File: src/logic/switch_macros.svh
// ----------------------------------------------------------------------
// switch sizing
// port, priority, beat and buffer slot dimensions shared by all blocks
// ----------------------------------------------------------------------
`ifndef SWITCH_MACROS_SVH
`define SWITCH_MACROS_SVH

`define NUM_PORTS     4
`define NUM_PRIO      4
`define DATA_W        32
`define MAX_BEATS     8
`define NUM_SLOTS     16
`define IN_FIFO_DEPTH 16

`define PORT_W        2     // log2 NUM_PORTS
`define PRIO_W        2     // log2 NUM_PRIO
`define SLOT_W        4     // log2 NUM_SLOTS
`define BEAT_W        3     // log2 MAX_BEATS
`define LEN_W         4     // 1..MAX_BEATS
`define ADDR_W        7     // slot and beat index

`endif

File: src/logic/switch_pkg.sv
// ----------------------------------------------------------------------
// switch types
// beat on the wire, stored packet descriptor, scheduler settings
// ----------------------------------------------------------------------
`include "switch_macros.svh"

package switch_pkg;

    typedef struct packed {
        logic               sop;
        logic               eop;
        logic [`DATA_W-1:0] data;
    } beat_t;

    typedef struct packed {
        logic [`SLOT_W-1:0] slot;
        logic [`LEN_W-1:0]  len;    // beats, header included
        logic [`PORT_W-1:0] port;
        logic [`PRIO_W-1:0] prio;
    } pkt_desc_t;

    typedef struct packed {
        logic                       mode;   // 0 strict priority, 1 wrr
        logic [`NUM_PRIO-1:0][3:0]  weight;
    } sched_cfg_t;

endpackage

File: src/logic/sync_fifo.sv
// ----------------------------------------------------------------------
// synchronous fifo
// circular buffer of any packed entry type, optional complete-packet
// count for ingress use
// ----------------------------------------------------------------------
`timescale 1ns/10ps
`include "switch_macros.svh"

module sync_fifo
    import switch_pkg::*;
#(
    parameter type entry_t    = beat_t,
    parameter int  DEPTH      = `IN_FIFO_DEPTH,
    parameter bit  COUNT_PKTS = 1'b0
) (
    input  logic                   clk,
    input  logic                   reset,
    input  logic                   push,
    input  entry_t                 push_data,
    input  logic                   pop,
    output entry_t                 head,
    output logic                   not_empty,
    output logic [$clog2(DEPTH):0] free_count,
    output logic                   pkt_avail
);
    localparam int PTR_W = $clog2(DEPTH);

    entry_t           mem [DEPTH];
    logic [PTR_W-1:0] wr_ptr;
    logic [PTR_W-1:0] rd_ptr;
    logic [PTR_W:0]   count;

    assign head       = mem[rd_ptr];
    assign not_empty  = (count != '0);
    assign free_count = (PTR_W+1)'(DEPTH) - count;

    always_ff @(posedge clk) begin
        if (push) begin
            mem[wr_ptr] <= push_data;
        end
    end

    always_ff @(posedge clk) begin
        if (reset) begin
            wr_ptr <= '0;
            rd_ptr <= '0;
            count  <= '0;
        end else begin
            if (push) begin
                wr_ptr <= wr_ptr + 1'b1;    // depth is a power of two
            end
            if (pop) begin
                rd_ptr <= rd_ptr + 1'b1;
            end
            count <= count + {{PTR_W{1'b0}}, push} - {{PTR_W{1'b0}}, pop};
        end
    end

    generate
        if (COUNT_PKTS) begin : g_pkt_cnt
            logic [PTR_W:0] eop_cnt;    // packets fully inside
            logic           eop_in;
            logic           eop_out;

            assign eop_in    = push && push_data.eop;
            assign eop_out   = pop && head.eop;
            assign pkt_avail = (eop_cnt != '0);

            always_ff @(posedge clk) begin
                if (reset) begin
                    eop_cnt <= '0;
                end else begin
                    eop_cnt <= eop_cnt + {{PTR_W{1'b0}}, eop_in} - {{PTR_W{1'b0}}, eop_out};
                end
            end
        end else begin : g_no_cnt
            assign pkt_avail = 1'b0;
        end
    endgenerate

endmodule

File: src/logic/queue_manager.sv
// ----------------------------------------------------------------------
// queue manager
// free slot bitmap and one descriptor fifo per egress port and priority
// ----------------------------------------------------------------------
`timescale 1ns/10ps
`include "switch_macros.svh"

module queue_manager
    import switch_pkg::*;
(
    input  logic                                   clk,
    input  logic                                   reset,
    input  logic                                   desc_push,
    input  pkt_desc_t                              desc,
    output logic                                   slot_avail,
    output logic [`SLOT_W-1:0]                     free_slot,
    output logic [`NUM_PORTS*`NUM_PRIO-1:0]        q_nonempty,
    output pkt_desc_t [`NUM_PORTS*`NUM_PRIO-1:0]   q_heads,
    input  logic                                   desc_pop,
    input  logic [`PORT_W-1:0]                     pop_port,
    input  logic [`PRIO_W-1:0]                     pop_prio,
    input  logic                                   slot_free,
    input  logic [`SLOT_W-1:0]                     free_index
);
    logic [`NUM_SLOTS-1:0] free_map;    // 1 = slot unused

    assign slot_avail = |free_map;

    always_comb begin
        free_slot = '0;
        for (int i = `NUM_SLOTS-1; i >= 0; i--) begin
            if (free_map[i]) begin
                free_slot = i[`SLOT_W-1:0];   // lowest free ends up here
            end
        end
    end

    always_ff @(posedge clk) begin
        if (reset) begin
            free_map <= '1;
        end else begin
            if (desc_push) begin
                free_map[desc.slot] <= 1'b0;
            end
            if (slot_free) begin
                free_map[free_index] <= 1'b1;
            end
        end
    end

    for (genvar p = 0; p < `NUM_PORTS; p++) begin : g_port
        for (genvar q = 0; q < `NUM_PRIO; q++) begin : g_prio
            localparam logic [`PORT_W-1:0] PORT_ID = p;
            localparam logic [`PRIO_W-1:0] PRIO_ID = q;

            sync_fifo #(
                .entry_t    (pkt_desc_t),
                .DEPTH      (`NUM_SLOTS)
            ) desc_q (
                .clk        (clk),
                .reset      (reset),
                .push       (desc_push && desc.port == PORT_ID && desc.prio == PRIO_ID),
                .push_data  (desc),
                .pop        (desc_pop && pop_port == PORT_ID && pop_prio == PRIO_ID),
                .head       (q_heads[p*`NUM_PRIO+q]),
                .not_empty  (q_nonempty[p*`NUM_PRIO+q]),
                .free_count (),
                .pkt_avail  ()
            );
        end
    end

endmodule

File: config.mk
export PLATFORM = sky130hd
export DESIGN_NAME = queue_manager
export DESIGN_NICKNAME = d
export VERILOG_FILES = /design/src/logic/switch_pkg.sv /design/src/logic/sync_fifo.sv /design/src/logic/queue_manager.sv
export VERILOG_INCLUDE_DIRS = /design/src /design/src/logic
export SDC_FILE = /design/constraint.sdc
export NUM_CORES = 2
export LEC_CHECK = 0
export ABC_AREA = 1
export BUFFER_PORTS_ARGS = -buffer_cell sky130_fd_sc_hd__buf_2
export CAP_MARGIN = 10
export CORE_MARGIN = 2
export CORE_UTILIZATION = 40
export CTS_BUF_LIST = sky130_fd_sc_hd__clkbuf_4 sky130_fd_sc_hd__clkbuf_8
export CTS_CLUSTER_DIAMETER = 80
export CTS_CLUSTER_SIZE = 12
export DETAILED_ROUTE_END_ITERATION = 7
export GPL_ROUTABILITY_DRIVEN = 0
export GPL_TIMING_DRIVEN = 0
export SLEW_MARGIN = 20
export SYNTH_ARGS = -nofsm -noshare
export SYNTH_HDL_FRONTEND = slang
export SYNTH_SLANG_ARGS = --single-unit
File: constraint.sdc
create_clock -name clk -period 5 [get_ports clk]
set_input_delay 1 -clock clk [delete_from_list [all_inputs] [get_ports clk]]
set_output_delay 1 -clock clk [all_outputs]
set_load 0.01 [all_outputs]
Yosys cells after proc, flatten, opt, wreduce, memory -nomap -nowiden
Memory sizes are Yosys's and may differ from the RTL's. A register that Yosys moved wholly into a read port is not among the register bits.
Index checks and enable logic that the tools add are counted.

cells by class
  $add $sub $neg = 64
  magnitude comparators = 4
  eq/ne operators = 12
  muxes and demuxes = 87
  bitwise operators = 3
  reduce and logical (&&, ||, !) cells = 63

operators with widths
  kind                   number
  $mux W4                48
  $add A4 B1 Y4 const B  32
  $add A5 B1 Y5          16
  $reduce_bool A5 Y1     16
  $sub A5 B1 Y5          16
  $mux W16               3
  $logic_and A1 B1 Y1    42
  $mux W1                34
  $and A16 B16 Y16       1
  $eq A2 B2 Y1 const B   8
  $not A16 Y16           1
  $or A16 B16 Y16        1
  $reduce_or A16 Y1      1
  $lt A4 B5 Y1 const B   2
  $demux W1 S4           2
  $eq A2 B1 Y1 const B   4
  $ge A4 B1 Y1 const B   2
  $logic_not A2 Y1       4

word-level totals
  register bits after elaboration = 224
  RAM bits = 3072
  input port bits = 25
  output and inout bits = 213
  word-level logic and storage cells = 298
  memories kept = 16

memories
  name                            words  width  read ports  clocked after memory_dff  wr ports  line             RTL
  g_port[0].g_prio[0].desc_q.mem  16     12     1           1                         1         sync_fifo.sv:28  entry_t mem [DEPTH];
  g_port[0].g_prio[1].desc_q.mem  16     12     1           1                         1         sync_fifo.sv:28
  g_port[0].g_prio[2].desc_q.mem  16     12     1           1                         1         sync_fifo.sv:28
  g_port[0].g_prio[3].desc_q.mem  16     12     1           1                         1         sync_fifo.sv:28
  g_port[1].g_prio[0].desc_q.mem  16     12     1           1                         1         sync_fifo.sv:28
  g_port[1].g_prio[1].desc_q.mem  16     12     1           1                         1         sync_fifo.sv:28
  +10 memories                    -      -      -           -                         -         -

Longest topological paths before layout
  depth in word-level cells = 16
  mapped depth = 15
  depth with buffers taken out = 15

Modules after synthesis
A second synthesis with hierarchy kept.

second synthesis, totals
  cell total of the unflattened synthesis = 14600
  area total of the unflattened synthesis = 147766.7 um^2

modules (own cells, without submodules)
  module                                       instances  cells an instance  area each (um^2)  seq. area each (um^2)
  sync_fifo at g_port[1].g_prio[3].desc_q ...  6          900                9167.5            6105.9
  sync_fifo at g_port[0].g_prio[0].desc_q ...  5          900                9163.8            6105.9
  sync_fifo at g_port[0].g_prio[2].desc_q ...  2          900                9168.8            6105.9
  sync_fifo at g_port[3].g_prio[2].desc_q ...  2          900                9166.3            6105.9
  sync_fifo at g_port[3].g_prio[1].desc_q      1          900                9158.8            6105.9
  queue_manager                                1          200                1113.6            320.3

Worst setup path before layout
Ideal clock, no wire load.

  path type = input to register
  start point = input desc_push
  end point = register g_port[2].g_prio[2].desc_q.count[4]
  setup time = 0.128 ns
  arrival = 3.050 ns
  required time = 4.872 ns
  slack = 1.821 ns
  stages = 15
  buffers on the path = 1
  cell sequence = buf_4 inv_2 nor3_4 inv_4 nor2_8 inv_1 ha_1 inv_1 ha_1 inv_1 fa_1 nor3_1 a211oi_1 o21ai_0 a21oi_1

between the ends
  cells in the longest elaborated chain, start to end = 4

ends and longest elaborated chain
  item                               line                 RTL
  start, declared                    queue_manager.sv:13  input logic desc_push,
  $logic_and A1 B1 Y1 (2 in series)  queue_manager.sv:62  .push (desc_push && desc.port == PORT_ID && desc.prio == PRIO_ID),
  $add A5 B1 Y5                      sync_fifo.sv:55      count <= count + {{PTR_W{1'b0}}, push} - {{PTR_W{1'b0}}, pop};
  $sub A5 B1 Y5                      sync_fifo.sv:55
  end signal, assigned               sync_fifo.sv:55
  end, declared                      sync_fifo.sv:31      logic [PTR_W:0] count;

Every way passes these cells.
A chain may end at the register's enable or synchronous reset.

==> run metrics <==
Max FO, Critical Path=10; Final Hold Viols=0; leakage=slightly below 50 nW; commonest non-fill, non-tap cell in the layout=edfxtp_1; met3 usage=2.678%; Placeable Area=0.3401 sq mm; Min Hold Slack=between 200 and 250 ps; largest net degree at the start of global routing=96; Root Driver=clkbuf_8; Tightest Pin Transition=about 1100 ps; global route hottest layer=met2; first-pass GRT wire length=roughly 540,000 microns; Crit. End Element=primary output; cell accounting for the most synthesized area=edfxtp_1; Req. time, crit path=around 4000 ps; GR Util All Layers=20.97%; Reg clk slew, reported paths=about 80 ps; cell family with most CP delay=buffers and inverters; Relative slew margins=23.41%; crit-path max cell delay=a little over 500 ps; met1 usage=28.75%; crit path time final=4429 ps; Clock Latency Late Sink=about 1100 ps; Worst Setup Start Kind=register; TritonCTS Buffers=around 320; Syn Inst Count=10.06k; Post-synth EDFFs=between 3k and 4k; chip width=between 500 and 600 microns; Crit Reg-Reg Endpoint=g_port[2].g_prio[0].desc_q.mem[0][6]$_DFFE_PP_; Register-to-Register Path Depth=4; port bufs=~240; post-CTS setup buffer count=0; Detailed Route WL=around 370,000 microns; R2R Setup Slk=around 2900 ps; post-route antenna net violation count=0; endpoints failing setup=0; fin. max-slew vios=0; Final Instance Area=roughly 0.15 sq mm; synth unique cells=43; worst clock skew=approximately 43 ps; cts hold-fix bufs=0; peak supply drop=between 150 and 200 uV; share of layout cells above drive strength 1=approximately an eighth; CP Cell Sequence=buf_2, clkbuf_1, a21oi_1, o21ai_0, o211ai_1, o211ai_1, nand2_1, buf_2; RSZ-0062 raised after global routing=false; final worst slack=570.9 ps; final net count=10.89k; status=complete, no violations; top-level port count=around 240; worst reg2reg path startpoint=g_port[2].g_prio[0].desc_q.wr_ptr[0]$_SDFFE_PP0P_; ys flop type=edfxtp_1; Pwr Density=about 330 mW/mm^2; Post-synth ARST share=0%; vias in the first global route=between 80k and 90k; synthesized cell area=between 0.1 and 0.15 sq mm; DRC violations left=0; Worst Setup Path Type=register to primary output; post-place setup slack=238.1 ps; total power=between 50 and 60 mW; H-tree Lvls=5; initial antenna violation count=23; clock sinks=between 3k and 4k; top post-synthesis cells by area=edfxtp_1, mux2i_1, dfxtp_1; GR Layer Usage met2=approximately a third; PostCTS Resize Cnt=0; clk buf depth=4; post-synth top area share=about two thirds; placed instance area=0.1451 sq mm; Worst Setup EP=q_heads[154]; sequential share of the synthesized area=a little under three quarters; MaxCap Viol Count=0; crit path max-delay cell type=dfxtp_1; DR vias=84.05k; Finished Layout Cells=between 15k and 20k; area delta synth->final=10.91%; Routed wire per std cell=about 24 microns; Hold/Removal Path Class=input port to register; post-DP HPWL=about 250,000 microns; Worst Min Path Start=desc[6]; Worst Path Arrival=around 3400 ps; GR Overflow Total=0; WP depth=8; Die Ht=~590 microns; vias per inst=around 5.5; Initial Utilization=between 40% and 50%; commonest non-fill, non-tap cells in the layout=edfxtp_1, inv_1, o21ai_0, a21oi_1; die area=between 0.3 and 0.4 sq mm; synthesized flop and latch total=~3.4k; f_max=about 230 MHz; setup tns final=0 ps; drt pass-1 iters=8; fin util=about 45%; CP bufs+invs=3; DP Cell Count=between 10k and 15k; period utilisation layout=approximately nine tenths; initial drt markers=~8.5k; CTS tree=yes; Mapped Nets=10.28k; row count=approximately 210; yosys warns=0; syn_area_per_cell=13.58 sq um
worst reg2reg max path: cells and delay by family, from the launching register on:
kind | cells | cell delay (ps)
and+or+nand+nor | 2 | 1090
DFF | 1 | 350
adders and majority gates | 1 | 170
buffers and inverters | 1 | 130
synth_stat cells, types with 77 or more instances:
master       n
o211ai_1   768
inv_1     1119
a21oi_1    937
ha_1       176
nor2_1     417
mux2i_1    768
o21ai_0   1056
dfxtp_1    288
buf_2      128
edfxtp_1  3072
buf_4       77
clkbuf_1   297
nand3_1    285
nand2_1    382
metal layers:
layer	up-vias	share of wire [%]
li1	38040	-
met1	41840	42
met2	3468	47
met3	694	7.0
met4	2	3.7
met5	-	0.0035
cell type report:
| class | instances | area, sq um |
|---|---|---|
| repair buffers | 279 | 2492 |
| clock buffers | 499 | 5842 |
| flip-flops and latches | 3360 | 98010 |
| plain buffers | 565 | 2592 |
| well taps | 4536 | 5675 |
| clock inverters | 26 | 315.3 |
| diodes | 9 | 22.52 |
| multi-input cells | 4997 | 32360 |
| inverters | 1142 | 4290 |
| fillers | 30300 | 188400 |
logic make-up (layout without fill, tap and decap cells):
group / count (synthesis) / in the layout / synth area share, %
AOI/OAI and AO/OA: 2803 / 2803 / 11.77
xor gates and xnor gates: 22 / 22 / 0.1410
adders and majority gates: 192 / 192 / 1.845
buffers and inverters: 1707 / 2511 / 5.019
DFF: 3360 / 3360 / 71.70
muxes: 768 / 768 / 5.624
other: 0 / 9 / 0
and+or+nand+nor: 1212 / 1212 / 3.895
sequential cells by signal, summed over array words and instances, names as in the netlist, named ones only:
name,cells
g_port.g_prio.desc_q.mem,3072
free_map,16
g_port.g_prio.desc_q.rd_ptr,64
g_port.g_prio.desc_q.count,80
g_port.g_prio.desc_q.wr_ptr,64
worst min-delay path by stage:
| stage | to | slack [ps] | cells after the start |
|---|---|---|---|
| 2_1_floorplan | register | 410 | 1 |
| 6_report | g_port[3].g_prio[1].desc_q.mem[7][6]$_DFFE_PP_ | 210 | 1 |
| 4_1_cts | g_port[3].g_prio[1].desc_q.mem[7][6]$_DFFE_PP_ | 90 | 1 |
| 3_5_place_dp | g_port[0].g_prio[0].desc_q.rd_ptr[3]$_SDFFE_PP0P_ | 440 | 1 |
| 5_1_grt | g_port[3].g_prio[1].desc_q.mem[7][6]$_DFFE_PP_ | 160 | 1 |
| 3_3_place_gp | g_port[0].g_prio[0].desc_q.rd_ptr[3]$_SDFFE_PP0P_ | 440 | 1 |
report_power, final:
group	total, mW	switching [mW]	internal (mW)
Clock	17.0	9.34	7.64
Combinational	2.65	1.89	0.767
Sequential	30.8	0.0863	30.7
Total	50.4	11.3	39.1
Power figures use the tool's default switching activity.
