**src/logic/switch_macros.svh**
```systemverilog
// ----------------------------------------------------------------------
// switch sizing
// port, priority, beat and buffer slot dimensions shared by all blocks
// ----------------------------------------------------------------------
`ifndef SWITCH_MACROS_SVH
`define SWITCH_MACROS_SVH

`define NUM_PORTS     4
`define NUM_PRIO      4
`define DATA_W        32
`define MAX_BEATS     8
`define NUM_SLOTS     16
`define IN_FIFO_DEPTH 16

`define PORT_W        2     // log2 NUM_PORTS
`define PRIO_W        2     // log2 NUM_PRIO
`define SLOT_W        4     // log2 NUM_SLOTS
`define BEAT_W        3     // log2 MAX_BEATS
`define LEN_W         4     // 1..MAX_BEATS
`define ADDR_W        7     // slot and beat index

`endif

```
**src/logic/switch_pkg.sv**
```systemverilog
// ----------------------------------------------------------------------
// switch types
// beat on the wire, stored packet descriptor, scheduler settings
// ----------------------------------------------------------------------
`include "switch_macros.svh"

package switch_pkg;

    typedef struct packed {
        logic               sop;
        logic               eop;
        logic [`DATA_W-1:0] data;
    } beat_t;

    typedef struct packed {
        logic [`SLOT_W-1:0] slot;
        logic [`LEN_W-1:0]  len;    // beats, header included
        logic [`PORT_W-1:0] port;
        logic [`PRIO_W-1:0] prio;
    } pkt_desc_t;

    typedef struct packed {
        logic                       mode;   // 0 strict priority, 1 wrr
        logic [`NUM_PRIO-1:0][3:0]  weight;
    } sched_cfg_t;

endpackage

```
**src/logic/read_scheduler.sv**
```systemverilog
// ----------------------------------------------------------------------
// read scheduler
// picks egress port round-robin, priority by sp or wrr, then streams
// the packet out of the buffer and frees its slot
// ----------------------------------------------------------------------
`timescale 1ns/10ps
`include "switch_macros.svh"

module read_scheduler
    import switch_pkg::*;
(
    input  logic                                 clk,
    input  logic                                 reset,
    input  sched_cfg_t                           cfg,
    input  logic [`NUM_PORTS*`NUM_PRIO-1:0]      q_nonempty,
    input  pkt_desc_t [`NUM_PORTS*`NUM_PRIO-1:0] q_heads,
    output logic                                 desc_pop,
    output logic [`PORT_W-1:0]                   pop_port,
    output logic [`PRIO_W-1:0]                   pop_prio,
    output logic                                 rd_en,
    output logic [`ADDR_W-1:0]                   rd_addr,
    input  logic [`DATA_W-1:0]                   rd_data,
    output logic                                 slot_free,
    output logic [`SLOT_W-1:0]                   free_index,
    input  logic [`NUM_PORTS-1:0]                out_ready,
    output logic [`NUM_PORTS-1:0]                out_vld,
    output logic [`NUM_PORTS-1:0]                out_sop,
    output logic [`NUM_PORTS-1:0]                out_eop,
    output logic [`NUM_PORTS-1:0][`DATA_W-1:0]   out_data
);
    logic                               busy;
    pkt_desc_t                          cur;        // packet being read
    logic [`BEAT_W-1:0]                 idx;
    logic                               last_beat;
    logic [`PORT_W-1:0]                 rr_port;    // last port served
    logic [`PORT_W-1:0]                 cand;
    logic [`NUM_PORTS-1:0][`PRIO_W-1:0] wrr_prio;
    logic [`NUM_PORTS-1:0][3:0]         wrr_used;
    logic [`NUM_PRIO-1:0]               ne;
    logic [`PRIO_W-1:0]                 pcand;
    logic [3:0]                         wt;
    logic                               wrr_stay;

    always_comb begin
        desc_pop = 1'b0;
        pop_port = rr_port;
        for (int i = `NUM_PORTS; i >= 1; i--) begin
            cand = rr_port + i[`PORT_W-1:0];
            if (out_ready[cand] && |q_nonempty[cand*`NUM_PRIO +: `NUM_PRIO]) begin
                desc_pop = 1'b1;
                pop_port = cand;
            end
        end
        if (busy) begin
            desc_pop = 1'b0;
        end
    end

    assign ne       = q_nonempty[pop_port*`NUM_PRIO +: `NUM_PRIO];
    assign wt       = (cfg.weight[wrr_prio[pop_port]] == 4'd0) ? 4'd1
                                                               : cfg.weight[wrr_prio[pop_port]];
    assign wrr_stay = ne[wrr_prio[pop_port]] && (wrr_used[pop_port] < wt);

    always_comb begin
        pop_prio = '0;
        pcand    = '0;
        if (!cfg.mode) begin
            for (int i = 0; i < `NUM_PRIO; i++) begin
                if (ne[i]) begin
                    pop_prio = i[`PRIO_W-1:0];  // highest non-empty
                end
            end
        end else if (wrr_stay) begin
            pop_prio = wrr_prio[pop_port];
        end else begin
            // step downward from current, wraps 0 -> 3
            for (int i = `NUM_PRIO; i >= 1; i--) begin
                pcand = wrr_prio[pop_port] - i[`PRIO_W-1:0];
                if (ne[pcand]) begin
                    pop_prio = pcand;
                end
            end
        end
    end

    always_ff @(posedge clk) begin
        if (reset) begin
            busy     <= 1'b0;
            idx      <= '0;
            rr_port  <= '0;
            wrr_prio <= '1;
            wrr_used <= '0;
        end else if (desc_pop) begin
            busy    <= 1'b1;
            cur     <= q_heads[{pop_port, pop_prio}];
            idx     <= '0;
            rr_port <= pop_port;
            if (cfg.mode) begin
                wrr_prio[pop_port] <= pop_prio;
                wrr_used[pop_port] <= wrr_stay ? wrr_used[pop_port] + 4'd1 : 4'd1;
            end
        end else if (busy) begin
            idx <= idx + 1'b1;
            if (last_beat) begin
                busy <= 1'b0;   // next pop lands with this eop on the wire
            end
        end
    end

    assign rd_en      = busy;
    assign rd_addr    = {cur.slot, idx};
    assign last_beat  = busy && ({1'b0, idx} == cur.len - 4'd1);
    assign slot_free  = last_beat;
    assign free_index = cur.slot;

    // aligned with rd_data, one cycle after the read
    always_ff @(posedge clk) begin
        if (reset) begin
            out_vld <= '0;
            out_sop <= '0;
            out_eop <= '0;
        end else begin
            out_vld <= '0;
            out_sop <= '0;
            out_eop <= '0;
            if (busy) begin
                out_vld[cur.port] <= 1'b1;
                out_sop[cur.port] <= (idx == '0);
                out_eop[cur.port] <= last_beat;
            end
        end
    end

    always_comb begin
        for (int p = 0; p < `NUM_PORTS; p++) begin
            out_data[p] = out_vld[p] ? rd_data : '0;
        end
    end

endmodule

```
**config.mk**
```make
export PLATFORM = sky130hd
export DESIGN_NAME = read_scheduler
export DESIGN_NICKNAME = d
export VERILOG_FILES = /design/src/logic/switch_pkg.sv /design/src/logic/read_scheduler.sv
export VERILOG_INCLUDE_DIRS = /design/src /design/src/logic
export SDC_FILE = /design/constraint.sdc
export NUM_CORES = 1
export LEC_CHECK = 0
export ABC_AREA = 1
export ABC_CLOCK_PERIOD_IN_PS = 5600
export CAP_MARGIN = 20
export CORE_AREA = 5 5 162 164
export CTS_CLUSTER_DIAMETER = 120
export DETAILED_ROUTE_END_ITERATION = 10
export DIE_AREA = 0 0 167 169
export DONT_BUFFER_PORTS = 1
export GPL_TIMING_DRIVEN = 1
export PLACE_DENSITY = 0.44
export SLEW_MARGIN = 30
export SYNTH_ARGS = -nofsm -noshare
export SYNTH_HDL_FRONTEND = slang
export SYNTH_SLANG_ARGS = --single-unit
export TNS_END_PERCENT = 1
```
**constraint.sdc**
```tcl
create_clock -name clk -period 5.6 [get_ports clk]
set_clock_uncertainty 0.15 [all_clocks]
set_input_delay 0.56 -clock clk [delete_from_list [all_inputs] [get_ports clk]]
set_output_delay 0.56 -clock clk [all_outputs]
set_load 0.05 [all_outputs]
```
======== Word-level counts from Yosys, hierarchy flattened ========
Cells that the tools add are included.
operators by class
  divide/modulo/power cells ............... 0
  multipliers ............................. 0
  shift operators ......................... 5
  bitwise gates (word level) .............. 4
  multiplexer cells ....................... 58
  add/subtract/negate cells ............... 9
  reductions and logical operators ........ 18
  magnitude comparators ................... 14
  equality and inequality tests ........... 1
operator list
  kind                 number
  $mux 32              4
  $shiftx 16x5->4      5
  $bmux 12 s4          1
  $lt 2x3->1 const B   10
  $mux 2               13
  $mux 4               5
  $mux 1               18
  $bmux 1 s2           8
  $bmux 4 s2           2
  $bwmux 16            1
  $reduce_or 4->1      4
  $mux 12              1
  $and 4x4->4          2
  $bwmux 8             1
  $demux 4 s2          1
  $logic_and 1x1->1    8
  $lt 4x5->1 const B   1
  $add 2x2->2 const B  2
  $add 4x1->4 const B  1
  $bmux 2 s2           1
  $demux 2 s2          1
  $eq 3x4->1           1
  $ge 2x1->1 const B   2
  $logic_not 4->1      1
  11 further kinds     15
storage, ports and cells
  memories ................................ 0
  logic and storage cells ................. 126
  input port bits ......................... 263
  flip-flop bits (word level) ............. 52
  RAM bits ................................ 0
  bits in latches ......................... 0
  output and inout port bits .............. 158
  memory bits (read-only) ................. 0

======== Depth between registers and ports, before layout ========
Gate-level depths: netlist of run 1.
  depth in word-level cells ............... 19
  mapped depth ............................ 43
  depth with buffers taken out ............ 39

======== Least setup slack after synthesis of run 1 ========
OpenSTA, ideal clock, no wires.
  path type ............................... input port to output port
  start ................................... input port q_nonempty[2]
  end ..................................... output port pop_prio[0]
  data arrival time ....................... 3.839 ns
  slack ................................... 1.051 ns
  buffers on the path ..................... 2
  data required time ...................... 4.890 ns
  cell stages on the path ................. 26
  cell sequence ........................... nor2_1 -> nand2_1 -> nand2_1 -> nand2_1 -> nand2_1 -> inv_1 -> o21ai_1 -> nand3_2 -> nand2_4 -> inv_2 -> nor2_1 -> inv_1 -> o22ai_1 -> inv_1 -> o221ai_1 -> inv_1 -> ha_1 -> a211oi_2 -> nand2_1 -> nand2_1 -> nand2_1 -> nand2_2 -> nand2_2 -> buf_6 -> buf_6 -> inv_1
between the ends
  cells in the longest elaborated chain, start to end .. 16
ends and longest elaborated chain
  element                                                     RTL line                                    text
  from (decl)                                                 read_scheduler.sv:15                        input logic [`NUM_PORTS*`NUM_PRIO-1:0] q_nonempty,
  $shiftx 16x5->4                                             read_scheduler.sv:49                        if (out_ready[cand] && |q_nonempty[cand*`NUM_PRIO +: `NUM_PRIO]) begin
  $reduce_or 4->1                                             read_scheduler.sv:49
  $logic_and 1x1->1                                           read_scheduler.sv:49
  $mux 2 (2 in a row)                                         read_scheduler.sv:49
  $mux 2 *                                                    read_scheduler.sv:49
  named net pop_port[0]                                       read_scheduler.sv:18                        output logic [`PORT_W-1:0] pop_port,
  $bmux 2 s2                                                  n/a
  $mux 2 (implied by the code)                                n/a
  $bmux 4 s2, or another cell as far along                    read_scheduler.sv:60, read_scheduler.sv:61
  $mux 4 (implied by the code), or another cell as far along  read_scheduler.sv:60, read_scheduler.sv:61
  $logic_not 4->1, or another cell as far along               read_scheduler.sv:60                        assign wt = (cfg.weight[wrr_prio[pop_port]] == 4'd0) ? 4'd1
  $mux 4 / $mux 2 (equally long branches)                     read_scheduler.sv:60, read_scheduler.sv:79
  $lt 4x4->1 / $mux 2 (equally long branches)                 read_scheduler.sv:62, read_scheduler.sv:79
  $logic_and 1x1->1 / $mux 2 (equally long branches)          read_scheduler.sv:62, read_scheduler.sv:79
  $mux 2                                                      read_scheduler.sv:73                        end else if (wrr_stay) begin
  $mux 2 *                                                    read_scheduler.sv:67                        if (!cfg.mode) begin
  to (decl)                                                   read_scheduler.sv:19                        output logic [`PRIO_W-1:0] pop_prio,
Mark *: on every way through the listed nets, which the timed path passes. The rest lies on a longest branch. The select of a mux whose other input is x is not followed.

======== Worst setup path after layout of run 1 ========
  start ................................... register rr_port[0]
  end ..................................... output port pop_prio[0]
between the ends
  cells in the longest elaborated chain, start to end .. 17
ends and longest elaborated chain
  element                                                     RTL line                                    text
  from (decl)                                                 read_scheduler.sv:35                        logic [`PORT_W-1:0] rr_port;
  from (signal assigned)                                      read_scheduler.sv:97                        rr_port <= pop_port;
  $add 2x2->2                                                 read_scheduler.sv:48                        cand = rr_port + i[`PORT_W-1:0];
  $shiftx 16x5->4 / $bmux 1 s2 (equally long branches)        read_scheduler.sv:49
  $reduce_or 4->1 / $mux 1 (equally long branches)            read_scheduler.sv:49
  $logic_and 1x1->1                                           read_scheduler.sv:49
  $mux 2 (2 in a row)                                         read_scheduler.sv:49
  $mux 2 *                                                    read_scheduler.sv:49
  named net pop_port[1]                                       read_scheduler.sv:18
  $bmux 2 s2                                                  n/a
  $mux 2 (implied by the code)                                n/a
  $bmux 4 s2, or another cell as far along                    read_scheduler.sv:60, read_scheduler.sv:61
  $mux 4 (implied by the code), or another cell as far along  read_scheduler.sv:60, read_scheduler.sv:61
  $logic_not 4->1, or another cell as far along               read_scheduler.sv:60
  $mux 4 / $mux 2 (equally long branches)                     read_scheduler.sv:60, read_scheduler.sv:79
  $lt 4x4->1 / $mux 2 (equally long branches)                 read_scheduler.sv:62, read_scheduler.sv:79
  $logic_and 1x1->1 / $mux 2 (equally long branches)          read_scheduler.sv:62, read_scheduler.sv:79
  $mux 2                                                      read_scheduler.sv:73
  $mux 2 *                                                    read_scheduler.sv:67
Marked as above.

==> out/results.md, run 1 <==
| Parameter | Value |
| --- | --- |
| Most frequent CP cell | sky130_fd_sc_hd__nand2_1 |
| Share of the synthesized area in the top cell type | 0.287 |
| Post-cts hold buffer count | 0 |
| Required time of the critical path | 4.89 ns |
| Critical path's top delay family | simple AND/OR/NAND/NOR gates |
| Floorplan die area | 28200 um2 |
| Number of optimization iterations in the first detailed-route pass | 5 |
| Share of synthesized flip-flops with an asynchronous set or reset | 0 |
| Die Height | 169 um |
| Critical-path top delay cell | sky130_fd_sc_hd__dfxtp_4 |
| Final weighted congestion in routability-driven placement | 0.803 |
| Top area cells in the synthesized netlist | sky130_fd_sc_hd__nand2_1 29%, sky130_fd_sc_hd__inv_1 20%, sky130_fd_sc_hd__nand3_1 13%, sky130_fd_sc_hd__dfxtp_1 13%, sky130_fd_sc_hd__edfxtp_1 4.7% |
| Max-cap viol count | 0 |
| Time the final worst path needs with I/O delays and setup | 5.01 ns |
| Worst EP arrival | 4.30 ns |
| Count of buffers inserted at the top-level ports | 0 |
| Via count of the first global-routing pass | 6706 |
| CTS HTree Levels | 2 |
| Aggregate routed wire length | 24300 um |
| Endpoint of the most critical setup path | pop_prio[0] |
| Clock transition time at the flip-flop clock pins of the worst setup and hold paths | 0.07 ns |
| Crit Reg-Reg Endpoint | cur[7] |
| First-pass GRT wire length | 36400 um |
| Capturing element type of the critical path | primary output |
| ANT nets after route | 0 |
| Layout-stage area growth over the synthesis result | 6.74% |
| Antenna cells | 0 |
| Final cycle utilization of the critical path | 0.895 |
| RSZ-0062 raised after global routing | no |
| Detailed-placement wirelength estimate | 19800 um |
| Count of standard-cell rows | 58 |
| Share of cells above drive strength 1 | 0.0470 |
| Adder-cell share of the synthesized area | 0.0136 |
| Startpoint type of the worst setup path | register |
| Routed WL per cell | 15.3 um |
| Mean number of vias per cell | 4.41 |
| Via count | 6984 |
| Clock tree from TritonCTS | built |
| Largest family of logic cells by synthesized area | simple AND/OR/NAND/NOR gates |
| Yosys warns | 0 |
| Number of sinks on the clock net | 52 |
| Core box area | 24700 um2 |
| Final core utilization | 0.279 |
| Number of nets in the final layout | 1524 |
| Multiplexer area fraction after synthesis | 0 |
| Initial antenna violation count | 0 |
| Max Root-Sink Buffers | 2 |
| Number of enable-type register cells in the synthesized netlist | 10 |
| Flops & latches, synth | 52 |
| Post-synth top flop | sky130_fd_sc_hd__dfxtp_1 |
| Xor/xnor cell area share of the yosys netlist | 0.00949 |
| Final total negative setup slack | 0 ns |
| Number of hold-slack violations in the final timing report | 0 |
| Top-level port count | 421 |
| Post-synth net total | 1561 |
| Slew at the pin closest to its max-slew limit | 0.945 ns |
| Detailed Route Iter0 Violations | 357 |
| Cell chosen for the clock root | sky130_fd_sc_hd__clkbuf_16 |
| Clock latency of the later-clocked register in the worst-skew pair | 0.29 ns |
| Post-synthesis area per instance | 5.00 um2 |
| Post-synthesis simple-gate area fraction | 0.480 |
| Achievable clock frequency | 199 MHz |
| Worst path buffer plus inverter count | 6 |
| Largest net degree at the start of global routing | 86 |
| Post-Synthesis Cells | 1291 |
| Leading area contributor after synthesis | sky130_fd_sc_hd__nand2_1 |
| Category of the critical setup timing path | register to primary output |
| Finish-stage setup viols | 0 |
| Proportion of synthesized chip area in sequential cells | 0.177 |
| Critical path fanouts, max | 43 |
| Largest stage delay on the critical path | 0.39 ns |
| Residual DRC count | 0 |
| Aggregate global routing overflow | 0 |
| Global-route usage over all layers | 0.159 |
| TritonCTS Buffers | 5 |
| Complex-gate fraction of the synthesized area | 0.0552 |
| Worst slew slack as a fraction of its limit | 0.371 |
| Initial standard-cell utilization of the core | 0.261 |
| Hold path start | reset |
| Worst min-delay path class | input port to register |
| Crit. Startpoint | rr_port[0] |
| Worst-case reg-to-reg path depth | 34 |
| Worst hold margin | 0.215 ns |
| Crit path depth | 30 |
| Status | complete, no violations |
| Distinct cells, synth | 33 |
| Overall die width | 167 um |
| Netlist area before placement | 6460 um2 |
| Register-to-register path setup slack | 0.97 ns |
| Reg-to-reg critical path startpoint | rr_port[0] |
| Final Max Tran Viols | 0 |
==> cell type report <==
type,instances,area [um2]
fill,2931,17900
sequential,52,1150
tap,330,413
inverter,357,1340
multi-input combinational,818,3620
clock inverter,2,13.8
timing repair buffer,20,220
clock buffer,6,129
==> logic make-up (layout without fill, tap and decap cells) <==
family | count (synthesis) | after routing
and+or+nand+nor | 739 | 739
DFF | 52 | 52
AOI/OAI and AO/OA | 65 | 65
buffers and inverters | 421 | 385
xor gates and xnor gates | 7 | 7
adders and majority gates | 7 | 7
==> cells in the final DEF (no fill, tap or decap), types with 4 or more instances in the layout <==
cell type / count
sky130_fd_sc_hd__a21oi_1: 23
sky130_fd_sc_hd__buf_4: 16
sky130_fd_sc_hd__clkbuf_16: 6
sky130_fd_sc_hd__dfxtp_1: 37
sky130_fd_sc_hd__dfxtp_2: 4
sky130_fd_sc_hd__edfxtp_1: 10
sky130_fd_sc_hd__ha_1: 7
sky130_fd_sc_hd__inv_1: 349
sky130_fd_sc_hd__inv_2: 7
sky130_fd_sc_hd__nand2_1: 492
sky130_fd_sc_hd__nand2_2: 7
sky130_fd_sc_hd__nand3_1: 174
sky130_fd_sc_hd__nand3b_1: 11
sky130_fd_sc_hd__nand4_1: 4
sky130_fd_sc_hd__nor2_1: 39
sky130_fd_sc_hd__nor2_2: 4
sky130_fd_sc_hd__o21ai_0: 28
sky130_fd_sc_hd__xor2_1: 6
==> worst min-delay path by stage <==
| stage | to | slack (ns) | cells past startpoint |
|---|---|---|---|
| after global routing | wrr_prio[6] | 0.21 | 2 |
| after detailed placement | wrr_prio[1] | 0.31 | 2 |
| final | wrr_prio[4] | 0.22 | 2 |
| after CTS | wrr_prio[4] | 0.22 | 2 |
| after global placement | wrr_prio[3] | 0.29 | 2 |
| after floorplan | wrr_prio[6] | 0.28 | 2 |
==> Yosys cell counts, types with 2 or more instances <==
master,number
sky130_fd_sc_hd__a21oi_1,23
sky130_fd_sc_hd__a22oi_1,2
sky130_fd_sc_hd__buf_1,4
sky130_fd_sc_hd__buf_2,17
sky130_fd_sc_hd__buf_4,9
sky130_fd_sc_hd__buf_6,10
sky130_fd_sc_hd__clkbuf_1,24
sky130_fd_sc_hd__dfxtp_1,42
sky130_fd_sc_hd__edfxtp_1,10
sky130_fd_sc_hd__ha_1,7
sky130_fd_sc_hd__inv_1,350
sky130_fd_sc_hd__inv_2,7
sky130_fd_sc_hd__nand2_1,493
sky130_fd_sc_hd__nand2_2,6
sky130_fd_sc_hd__nand2_4,3
sky130_fd_sc_hd__nand3_1,174
sky130_fd_sc_hd__nand3b_1,11
sky130_fd_sc_hd__nand4_1,4
sky130_fd_sc_hd__nor2_1,41
sky130_fd_sc_hd__nor2_2,2
sky130_fd_sc_hd__o211ai_1,2
sky130_fd_sc_hd__o21ai_0,28
sky130_fd_sc_hd__o21ai_1,3
sky130_fd_sc_hd__o221ai_1,2
sky130_fd_sc_hd__o22ai_1,3
sky130_fd_sc_hd__or2_2,2
sky130_fd_sc_hd__xor2_1,6
==> sequential cells by signal, summed over array words and instances, names as in the netlist <==
name and flops:
rr_port 2, rd_en 1, wrr_prio 8, out_sop 4, cur 6, idx 3
wrr_used 16, free_index 4, out_eop 4, out_vld 4
==> repair_timing <==
action / 4_1_cts / 5_1_grt
hold endpoints to repair: 0 / 0
resized for setup: 0 / 5
endpoints found under the setup margin: 0 / 5
buffers inserted: 0 / 0
==> routing by layer <==
layer / routed length (um) / track usage / vias up
met5: 0 / 0 / -
met4: 511 / 0.0356 / 0
met3: 1540 / 0.0343 / 19
met2: 11900 / 0.285 / 286
met1: 10300 / 0.194 / 3004
li1: - / - / 3675
==> metrics by stage <==
step	cell area [um2]	instances	worst slack, ns
detailed placement	6710	1576	0.520
finish	6890	1585	0.587
CTS	6850	1584	0.216
global placement	6680	1575	0.501
floorplan	6460	1291	1.05
global route	6890	1585	0.0624
Power of run 1 is not shown: default switching activity piles up to over one toggle a cycle in this logic, so the estimate is an artifact.
==> run 2, diff against run 1 <==
ABC_CLOCK_PERIOD_IN_PS = 4550   (was 5600)
CORE_AREA = 2 2 164 166   (was 5 5 162 164)
DIE_AREA = 0 0 166 168   (was 0 0 167 169)
PLACE_DENSITY = 0.43   (was 0.44)
REMOVE_ABC_BUFFERS = 1   (was default)
clock period = 4.55 ns   (was 5.6 ns; I/O delays follow)
==> out/results.md, run 2 (same netlist as run 1, synthesis figures left out) <==
| Parameter | Value | vs previous |
| --- | --- | --- |
| Status | complete, no violations | unchanged |
| Category of the critical setup timing path | register to primary output | unchanged |
| Residual DRC count | 0 | unchanged |
| Detailed Route Iter0 Violations | 357 | unchanged |
| Final weighted congestion in routability-driven placement | 0.798 | was 0.803 |
| Via count | 7275 | was 6984 |
| Achievable clock frequency | 232 MHz |  |
| Top flop regs | wrr_used (16), wrr_prio (8), cur (6) | unchanged |
| Number of cells after detailed placement | 1613 | was 1576 |
| Clock transition time at the flip-flop clock pins of the worst setup and hold paths | 0.07 ns | about the same |
| Worst setup margin | 0.238 ns | was 0.587 ns |
| Share of cells above drive strength 1 | 0.0922 | was 0.0470 |
| Worst EP arrival | 3.71 ns | was 4.30 ns |
| Largest net degree at the start of global routing | 81 | was 86 |
| CTS HTree Levels | 2 | unchanged |
| Detailed-placement wirelength estimate | 18500 um | was 19800 um |
| Worst hold margin | 0.121 ns | was 0.215 ns |
| Clock tree from TritonCTS | built | unchanged |
| Time the final worst path needs with I/O delays and setup | 4.31 ns |  |
| Highest-count cells in the layout ignoring fill and taps | 485 x sky130_fd_sc_hd__nand2_1, 349 x sky130_fd_sc_hd__inv_1, 172 x sky130_fd_sc_hd__nand3_1 | was 492 x sky130_fd_sc_hd__nand2_1, 349 x sky130_fd_sc_hd__inv_1, 174 x sky130_fd_sc_hd__nand3_1 |
| Reg with most FFs | wrr_used | unchanged |
| Max-cap viol count | 0 | unchanged |
| Final standard cell count with taps included and fillers excluded | 1643 | was 1585 |
| Number of nets in the final layout | 1571 | was 1524 |
| Number of hold-slack violations in the final timing report | 0 | unchanged |
| Max Root-Sink Buffers | 2 | unchanged |
| Worst slew slack as a fraction of its limit | 0.328 | was 0.371 |
| Via count of the first global-routing pass | 6588 | was 6706 |
| Mean number of vias per cell | 4.43 | was 4.41 |
| Antenna cells | 0 | unchanged |
| Final cycle utilization of the critical path | 0.948 |  |
| Critical path fanouts, max | 8 | was 43 |
| Required time of the critical path | 3.94 ns | was 4.89 ns |
| Count of buffers inserted at the top-level ports | 0 | unchanged |
| Most frequent standard cell in the layout excluding fill and tap cells | sky130_fd_sc_hd__nand2_1 | unchanged |
| Worst setup slack after placement | 0.0459 ns | was 0.520 ns |
| Top-level port count | 421 | unchanged |
| Initial standard-cell utilization of the core | 0.245 | was 0.261 |
| Number of sinks on the clock net | 52 | unchanged |
| Post-cts hold buffer count | 0 | unchanged |
| Count of standard-cell rows | 60 | was 58 |
| Startpoint type of the worst setup path | register | unchanged |
| Clock latency of the later-clocked register in the worst-skew pair | 0.29 ns | about the same |
| ANT nets after route | 0 | unchanged |
| Overall die width | 166 um | was 167 um |
| First-pass GRT wire length | 34900 um | was 36400 um |
| Capturing element type of the critical path | primary output | unchanged |
| Max reg flops | 16 | unchanged |
| Finish-stage setup viols | 0 | unchanged |
| Cell chosen for the clock root | sky130_fd_sc_hd__clkbuf_16 | unchanged |
| Core box area | 26400 um2 | was 24700 um2 |
| Number of optimization iterations in the first detailed-route pass | 7 | was 5 |
| Layout-stage area growth over the synthesis result | 16.0% | was 6.74% |
| Routed WL per cell | 14.3 um | was 15.3 um |
| TritonCTS Buffers | 5 | unchanged |
| Global-route usage over all layers | 0.154 | was 0.159 |
| Final total negative setup slack | 0 ns | unchanged |
| Floorplan die area | 27900 um2 | was 28200 um2 |
| Initial antenna violation count | 0 | unchanged |
| Aggregate routed wire length | 23400 um | was 24300 um |
| Final Max Tran Viols | 0 | unchanged |
| Slew at the pin closest to its max-slew limit | 1.00 ns | was 0.945 ns |
| Aggregate global routing overflow | 0 | unchanged |
| Worst min-delay path class | input port to register | unchanged |
| Die Height | 168 um | was 169 um |
## run 2: repair_timing
item	4_1_cts	5_1_grt
gates cloned	0	4
setup endpoints to repair	2	12
pin swaps	0	9
resized for setup	7	37
buffers inserted	0	18
## run 2: path summary, 6_finish.rpt
check        slack [ns]  cells past startpoint     endpoint        start
max                0.24                     22  pop_prio[0]   rr_port[1]
min reg2reg        0.32                      2  wrr_prio[6]  wrr_prio[6]
max reg2reg        0.32                     29       cur[3]   rr_port[1]
min                0.12                      2  wrr_prio[2]        reset
## run 2: layer usage
metal,part of all wire,track usage,vias to the layer above
li1,-,-,3775
met1,0.41,0.173,3207
met2,0.53,0.305,277
met3,0.044,0.0266,16
met4,0.011,0.0212,0
met5,0,0,-
## run 2: cell type report
| class | instances | area [um2] |
|---|---|---|
| multi-input cells | 820 | 3760 |
| clock buffers | 6 | 129 |
| clock inverters | 2 | 16.3 |
| fillers | 3077 | 18900 |
| repair buffers | 65 | 653 |
| flip-flops and latches | 52 | 1150 |
| inverters | 357 | 1360 |
| well taps | 341 | 427 |
## run 2: stage by stage
stage | util | instance area [um2]
6_report | 0.284 | 7490
5_1_grt | 0.284 | 7490
4_1_cts | 0.271 | 7140
3_5_place_dp | 0.264 | 6960
3_3_place_gp | 0.264 | 6960
2_1_floorplan | - | 6090
## run 2: critical path, stage by stage (launching register included)
cell                       delay (ns)
sky130_fd_sc_hd__dfxtp_1         0.43
sky130_fd_sc_hd__xor2_2          0.22
sky130_fd_sc_hd__inv_1           0.09
sky130_fd_sc_hd__nand3_1         0.10
sky130_fd_sc_hd__nand2_2         0.10
sky130_fd_sc_hd__nand2_4         0.08
sky130_fd_sc_hd__nand2_1         0.06
sky130_fd_sc_hd__nand2_2         0.13
sky130_fd_sc_hd__nand2_2         0.14
sky130_fd_sc_hd__nor2_2          0.21
sky130_fd_sc_hd__inv_1           0.09
sky130_fd_sc_hd__o221ai_2        0.23
sky130_fd_sc_hd__inv_1           0.12
sky130_fd_sc_hd__ha_4            0.25
sky130_fd_sc_hd__a211oi_2        0.26
sky130_fd_sc_hd__buf_4           0.16
sky130_fd_sc_hd__nand3_1         0.08
sky130_fd_sc_hd__nand2_2         0.10
sky130_fd_sc_hd__nand2_4         0.10
sky130_fd_sc_hd__nand2_8         0.10
sky130_fd_sc_hd__buf_12          0.14
sky130_fd_sc_hd__inv_1           0.05
sky130_fd_sc_hd__buf_6           0.14
Power of run 2 is left out for the same reason.
==> run 3, diff against run 2 <==
ABC_AREA = default   (was 1)
CORE_AREA = 2 2 166 168   (was 2 2 164 166)
DIE_AREA = 0 0 168 170   (was 0 0 166 168)
PLACE_DENSITY = 0.39   (was 0.43)
==> out/results.md, run 3 <==
| Parameter | Value | vs previous |
| --- | --- | --- |
| Slew at the pin closest to its max-slew limit | 0.975 ns | was 1.00 ns |
| Post-synth top flop | sky130_fd_sc_hd__dfxtp_1 | unchanged |
| Netlist area before placement | 5530 um2 | was 6460 um2 |
| Share of synthesized flip-flops with an asynchronous set or reset | 0 | unchanged |
| RSZ-0062 raised after global routing | yes |  |
| Finish-stage setup viols | 0 | unchanged |
| Number of enable-type register cells in the synthesized netlist | 10 | unchanged |
| Via count | 5349 | was 7275 |
| Number of nets in the final layout | 989 | was 1571 |
| Max reg flops | 16 | unchanged |
| Aggregate global routing overflow | 0 | unchanged |
| Flops & latches, synth | 52 | unchanged |
| Number of hold-slack violations in the final timing report | 0 | unchanged |
| Detailed-placement wirelength estimate | 19300 um | was 18500 um |
| Overall die width | 168 um | was 166 um |
| Via count of the first global-routing pass | 4958 | was 6588 |
| Worst min-delay path class | input port to register | unchanged |
| Worst slew slack as a fraction of its limit | 0.351 | was 0.328 |
| Achievable clock frequency | 223 MHz | was 232 MHz |
| Global-route usage over all layers | 0.150 | was 0.154 |
| Post-Synthesis Cells | 682 | was 1291 |
| Clock transition time at the flip-flop clock pins of the worst setup and hold paths | 0.07 ns | about the same |
| Reg with most FFs | wrr_used | unchanged |
| Distinct cells, synth | 61 | was 33 |
| Startpoint type of the worst setup path | input port | was register |
| Worst setup margin | 0.0697 ns | was 0.238 ns |
| Maximum vdd drop | 0.161 mV |  |
| Die Height | 170 um | was 168 um |
| Aggregate routed wire length | 23100 um | was 23400 um |
| Layout-stage area growth over the synthesis result | 23.8% | was 16.0% |
| Top-level port count | 421 | unchanged |
| Leakage | 2.73 nW |  |
| Final cycle utilization of the critical path | 0.985 | was 0.948 |
| Top flop regs | wrr_used (16), wrr_prio (8), cur (6) | unchanged |
| ANT nets after route | 0 | unchanged |
| Critical path fanouts, max | 8 | unchanged |
| Number of optimization iterations in the first detailed-route pass | 4 | was 7 |
| Share of cells above drive strength 1 | 0.260 | was 0.0922 |
| Worst setup slack after placement | -0.575 ns | was 0.0459 ns |
| Time the final worst path needs with I/O delays and setup | 4.48 ns | was 4.31 ns |
| Post-synthesis area per instance | 8.11 um2 | was 5.00 um2 |
| Initial standard-cell utilization of the core | 0.207 | was 0.245 |
| Final weighted congestion in routability-driven placement | 0.837 | was 0.798 |
| Count leader, synth | sky130_fd_sc_hd__and2_1 | was sky130_fd_sc_hd__nand2_1 |
| Clock tree from TritonCTS | built | unchanged |
| First-pass GRT wire length | 32000 um | was 34900 um |
| CTS HTree Levels | 2 | unchanged |
| Mean number of vias per cell | 5.02 | was 4.43 |
| Cell chosen for the clock root | sky130_fd_sc_hd__clkbuf_16 | unchanged |
| Initial antenna violation count | 4 | was 0 |
| Core box area | 26700 um2 | was 26400 um2 |
| Category of the critical setup timing path | input port to primary output | was register to primary output |
| Worst EP arrival | 3.88 ns | was 3.71 ns |
| Clock latency of the later-clocked register in the worst-skew pair | 0.31 ns | was 0.29 ns |
| Proportion of synthesized chip area in sequential cells | 0.206 | was 0.177 |
| Routed WL per cell | 21.7 um | was 14.3 um |
| TritonCTS Buffers | 5 | unchanged |
| Power density over the cells | 501 nW/um2 |  |
| Status | complete, no violations | unchanged |
| Max Root-Sink Buffers | 2 | unchanged |
| Highest-count cells in the layout ignoring fill and taps | 131 x sky130_fd_sc_hd__and2_1, 83 x sky130_fd_sc_hd__buf_4, 68 x sky130_fd_sc_hd__nor2_1 | was 485 x sky130_fd_sc_hd__nand2_1, 349 x sky130_fd_sc_hd__inv_1, 172 x sky130_fd_sc_hd__nand3_1 |
| Max-cap viol count | 0 | unchanged |
| Capturing element type of the critical path | primary output | unchanged |
| Total non-filler cell area in the finished layout | 6850 um2 | was 7490 um2 |
| Most frequent standard cell in the layout excluding fill and tap cells | sky130_fd_sc_hd__and2_1 | was sky130_fd_sc_hd__nand2_1 |
| Share of the synthesized area in the top cell type | 0.152 | was 0.287 |
| Post-Place Cell Area | 6310 um2 | was 6960 um2 |
| Largest net degree at the start of global routing | 34 | was 81 |
| Top cells by instance count after synthesis | 132 x sky130_fd_sc_hd__and2_1, 68 x sky130_fd_sc_hd__nor2_1, 58 x sky130_fd_sc_hd__mux2i_1 | was 493 x sky130_fd_sc_hd__nand2_1, 350 x sky130_fd_sc_hd__inv_1, 174 x sky130_fd_sc_hd__nand3_1 |
| Required time of the critical path | 3.94 ns | about the same |
| Top area cells in the synthesized netlist | sky130_fd_sc_hd__dfxtp_1 15%, sky130_fd_sc_hd__and2_1 15%, sky130_fd_sc_hd__mux2i_1 11%, sky130_fd_sc_hd__edfxtp_1 5.4%, sky130_fd_sc_hd__nor2_1 4.6% | was sky130_fd_sc_hd__nand2_1 29%, sky130_fd_sc_hd__inv_1 20%, sky130_fd_sc_hd__nand3_1 13%, sky130_fd_sc_hd__dfxtp_1 13%, sky130_fd_sc_hd__edfxtp_1 4.7% |
| Count of standard-cell rows | 60 | unchanged |
| Leading area contributor after synthesis | sky130_fd_sc_hd__dfxtp_1 | was sky130_fd_sc_hd__nand2_1 |
| Residual DRC count | 0 | unchanged |
| Post-cts hold buffer count | 0 | unchanged |
| Count of buffers inserted at the top-level ports | 0 | unchanged |
| Detailed Route Iter0 Violations | 163 | was 357 |
| Number of sinks on the clock net | 52 | unchanged |
| Final total negative setup slack | 0 ns | unchanged |
| Yosys warns | 0 | unchanged |
| Final Max Tran Viols | 0 | unchanged |
| Floorplan die area | 28600 um2 | was 27900 um2 |
## run 3: cell count changes after synthesis, moves of 20 or more
cell and delta:
sky130_fd_sc_hd__a2111oi_0 +24, sky130_fd_sc_hd__a21boi_0 +24, sky130_fd_sc_hd__and2_1 +131, sky130_fd_sc_hd__inv_1 -334
sky130_fd_sc_hd__mux2_2 +21, sky130_fd_sc_hd__mux2i_1 +58, sky130_fd_sc_hd__nand2_1 -460, sky130_fd_sc_hd__nand3_1 -167
sky130_fd_sc_hd__nor2_1 +27, sky130_fd_sc_hd__nor3_1 +20, sky130_fd_sc_hd__o21ai_0 -22
## run 3: logic make-up after synthesis
family | after synthesis | synth area share
xor gates and xnor gates | 8 | 0.0127
muxes | 88 | 0.182
adders and majority gates | 7 | 0.0158
AOI/OAI and AO/OA | 161 | 0.229
and+or+nand+nor | 283 | 0.272
DFF | 52 | 0.206
buffers and inverters | 83 | 0.0815
## run 3: worst paths after layout
check / start / endpoint / slack (ns) / cells after the start
worst max-delay path: q_nonempty[4] / pop_prio[0] / 0.07 / 16
worst min register to register: wrr_prio[0] / wrr_prio[0] / 0.32 / 1
worst max register to register: rr_port[1] / cur[5] / 0.17 / 18
worst min-delay path: reset / wrr_used[0] / 0.07 / 1
## run 3: cell type report
class / instances / area [um2]
repair buffers: 93 / 797
fillers: 2901 / 19800
diodes: 4 / 10.0
multi-input cells: 547 / 4230
clock inverters: 3 / 28.8
flip-flops and latches: 52 / 1140
inverters: 20 / 87.6
clock buffers: 5 / 125
well taps: 341 / 427
## run 3: stage by stage
step	total power, W	util	instances	hold slack [ns]
after detailed placement	0.00279	0.237	1048	0.302
after global routing	0.00365	0.257	1062	0.0541
after global placement	0.00280	0.237	1048	0.297
final	0.00343	0.257	1065	0.0733
after floorplan	0.00202	-	619	0.285
after CTS	0.00330	0.246	1059	0.0587
## run 3: what timing repair did
action / in CTS / in global routing
pin swaps: 6 / 14
setup buffers: 3 / 1
gates cloned: 0 / 1
endpoints found under the setup margin: 12 / 12
resized for setup: 25 / 54
## run 3: metal layers
| metal | routed length, um | GRT usage |
|---|---|---|
| met1 | 8750 | 0.167 |
| met2 | 12400 | 0.292 |
| met3 | 1570 | 0.0293 |
| met4 | 337 | 0.0318 |
| met5 | 13 | 0 |
## run 3: power breakdown
group	switching (W)	total, W	internal [W]
Clock	0.000201	0.000414	0.000213
Combinational	0.00134	0.00236	0.00102
Sequential	0.000116	0.000651	0.000535
## run 3: critical path: stages
cell and delay, ns:
sky130_fd_sc_hd__o41a_1 0.44, sky130_fd_sc_hd__a21bo_1 0.18, sky130_fd_sc_hd__o21a_2 0.25, sky130_fd_sc_hd__o221a_4 0.31, sky130_fd_sc_hd__nor2_8 0.14, sky130_fd_sc_hd__buf_4 0.17, sky130_fd_sc_hd__mux2i_4 0.25, sky130_fd_sc_hd__mux2i_4 0.10
sky130_fd_sc_hd__buf_4 0.14, sky130_fd_sc_hd__buf_4 0.13, sky130_fd_sc_hd__o311ai_4 0.43, sky130_fd_sc_hd__a31oi_1 0.15, sky130_fd_sc_hd__o21a_2 0.30, sky130_fd_sc_hd__inv_4 0.12, sky130_fd_sc_hd__buf_12 0.15, sky130_fd_sc_hd__buf_12 0.14
No activity file was read; power rests on OpenSTA's default activity.
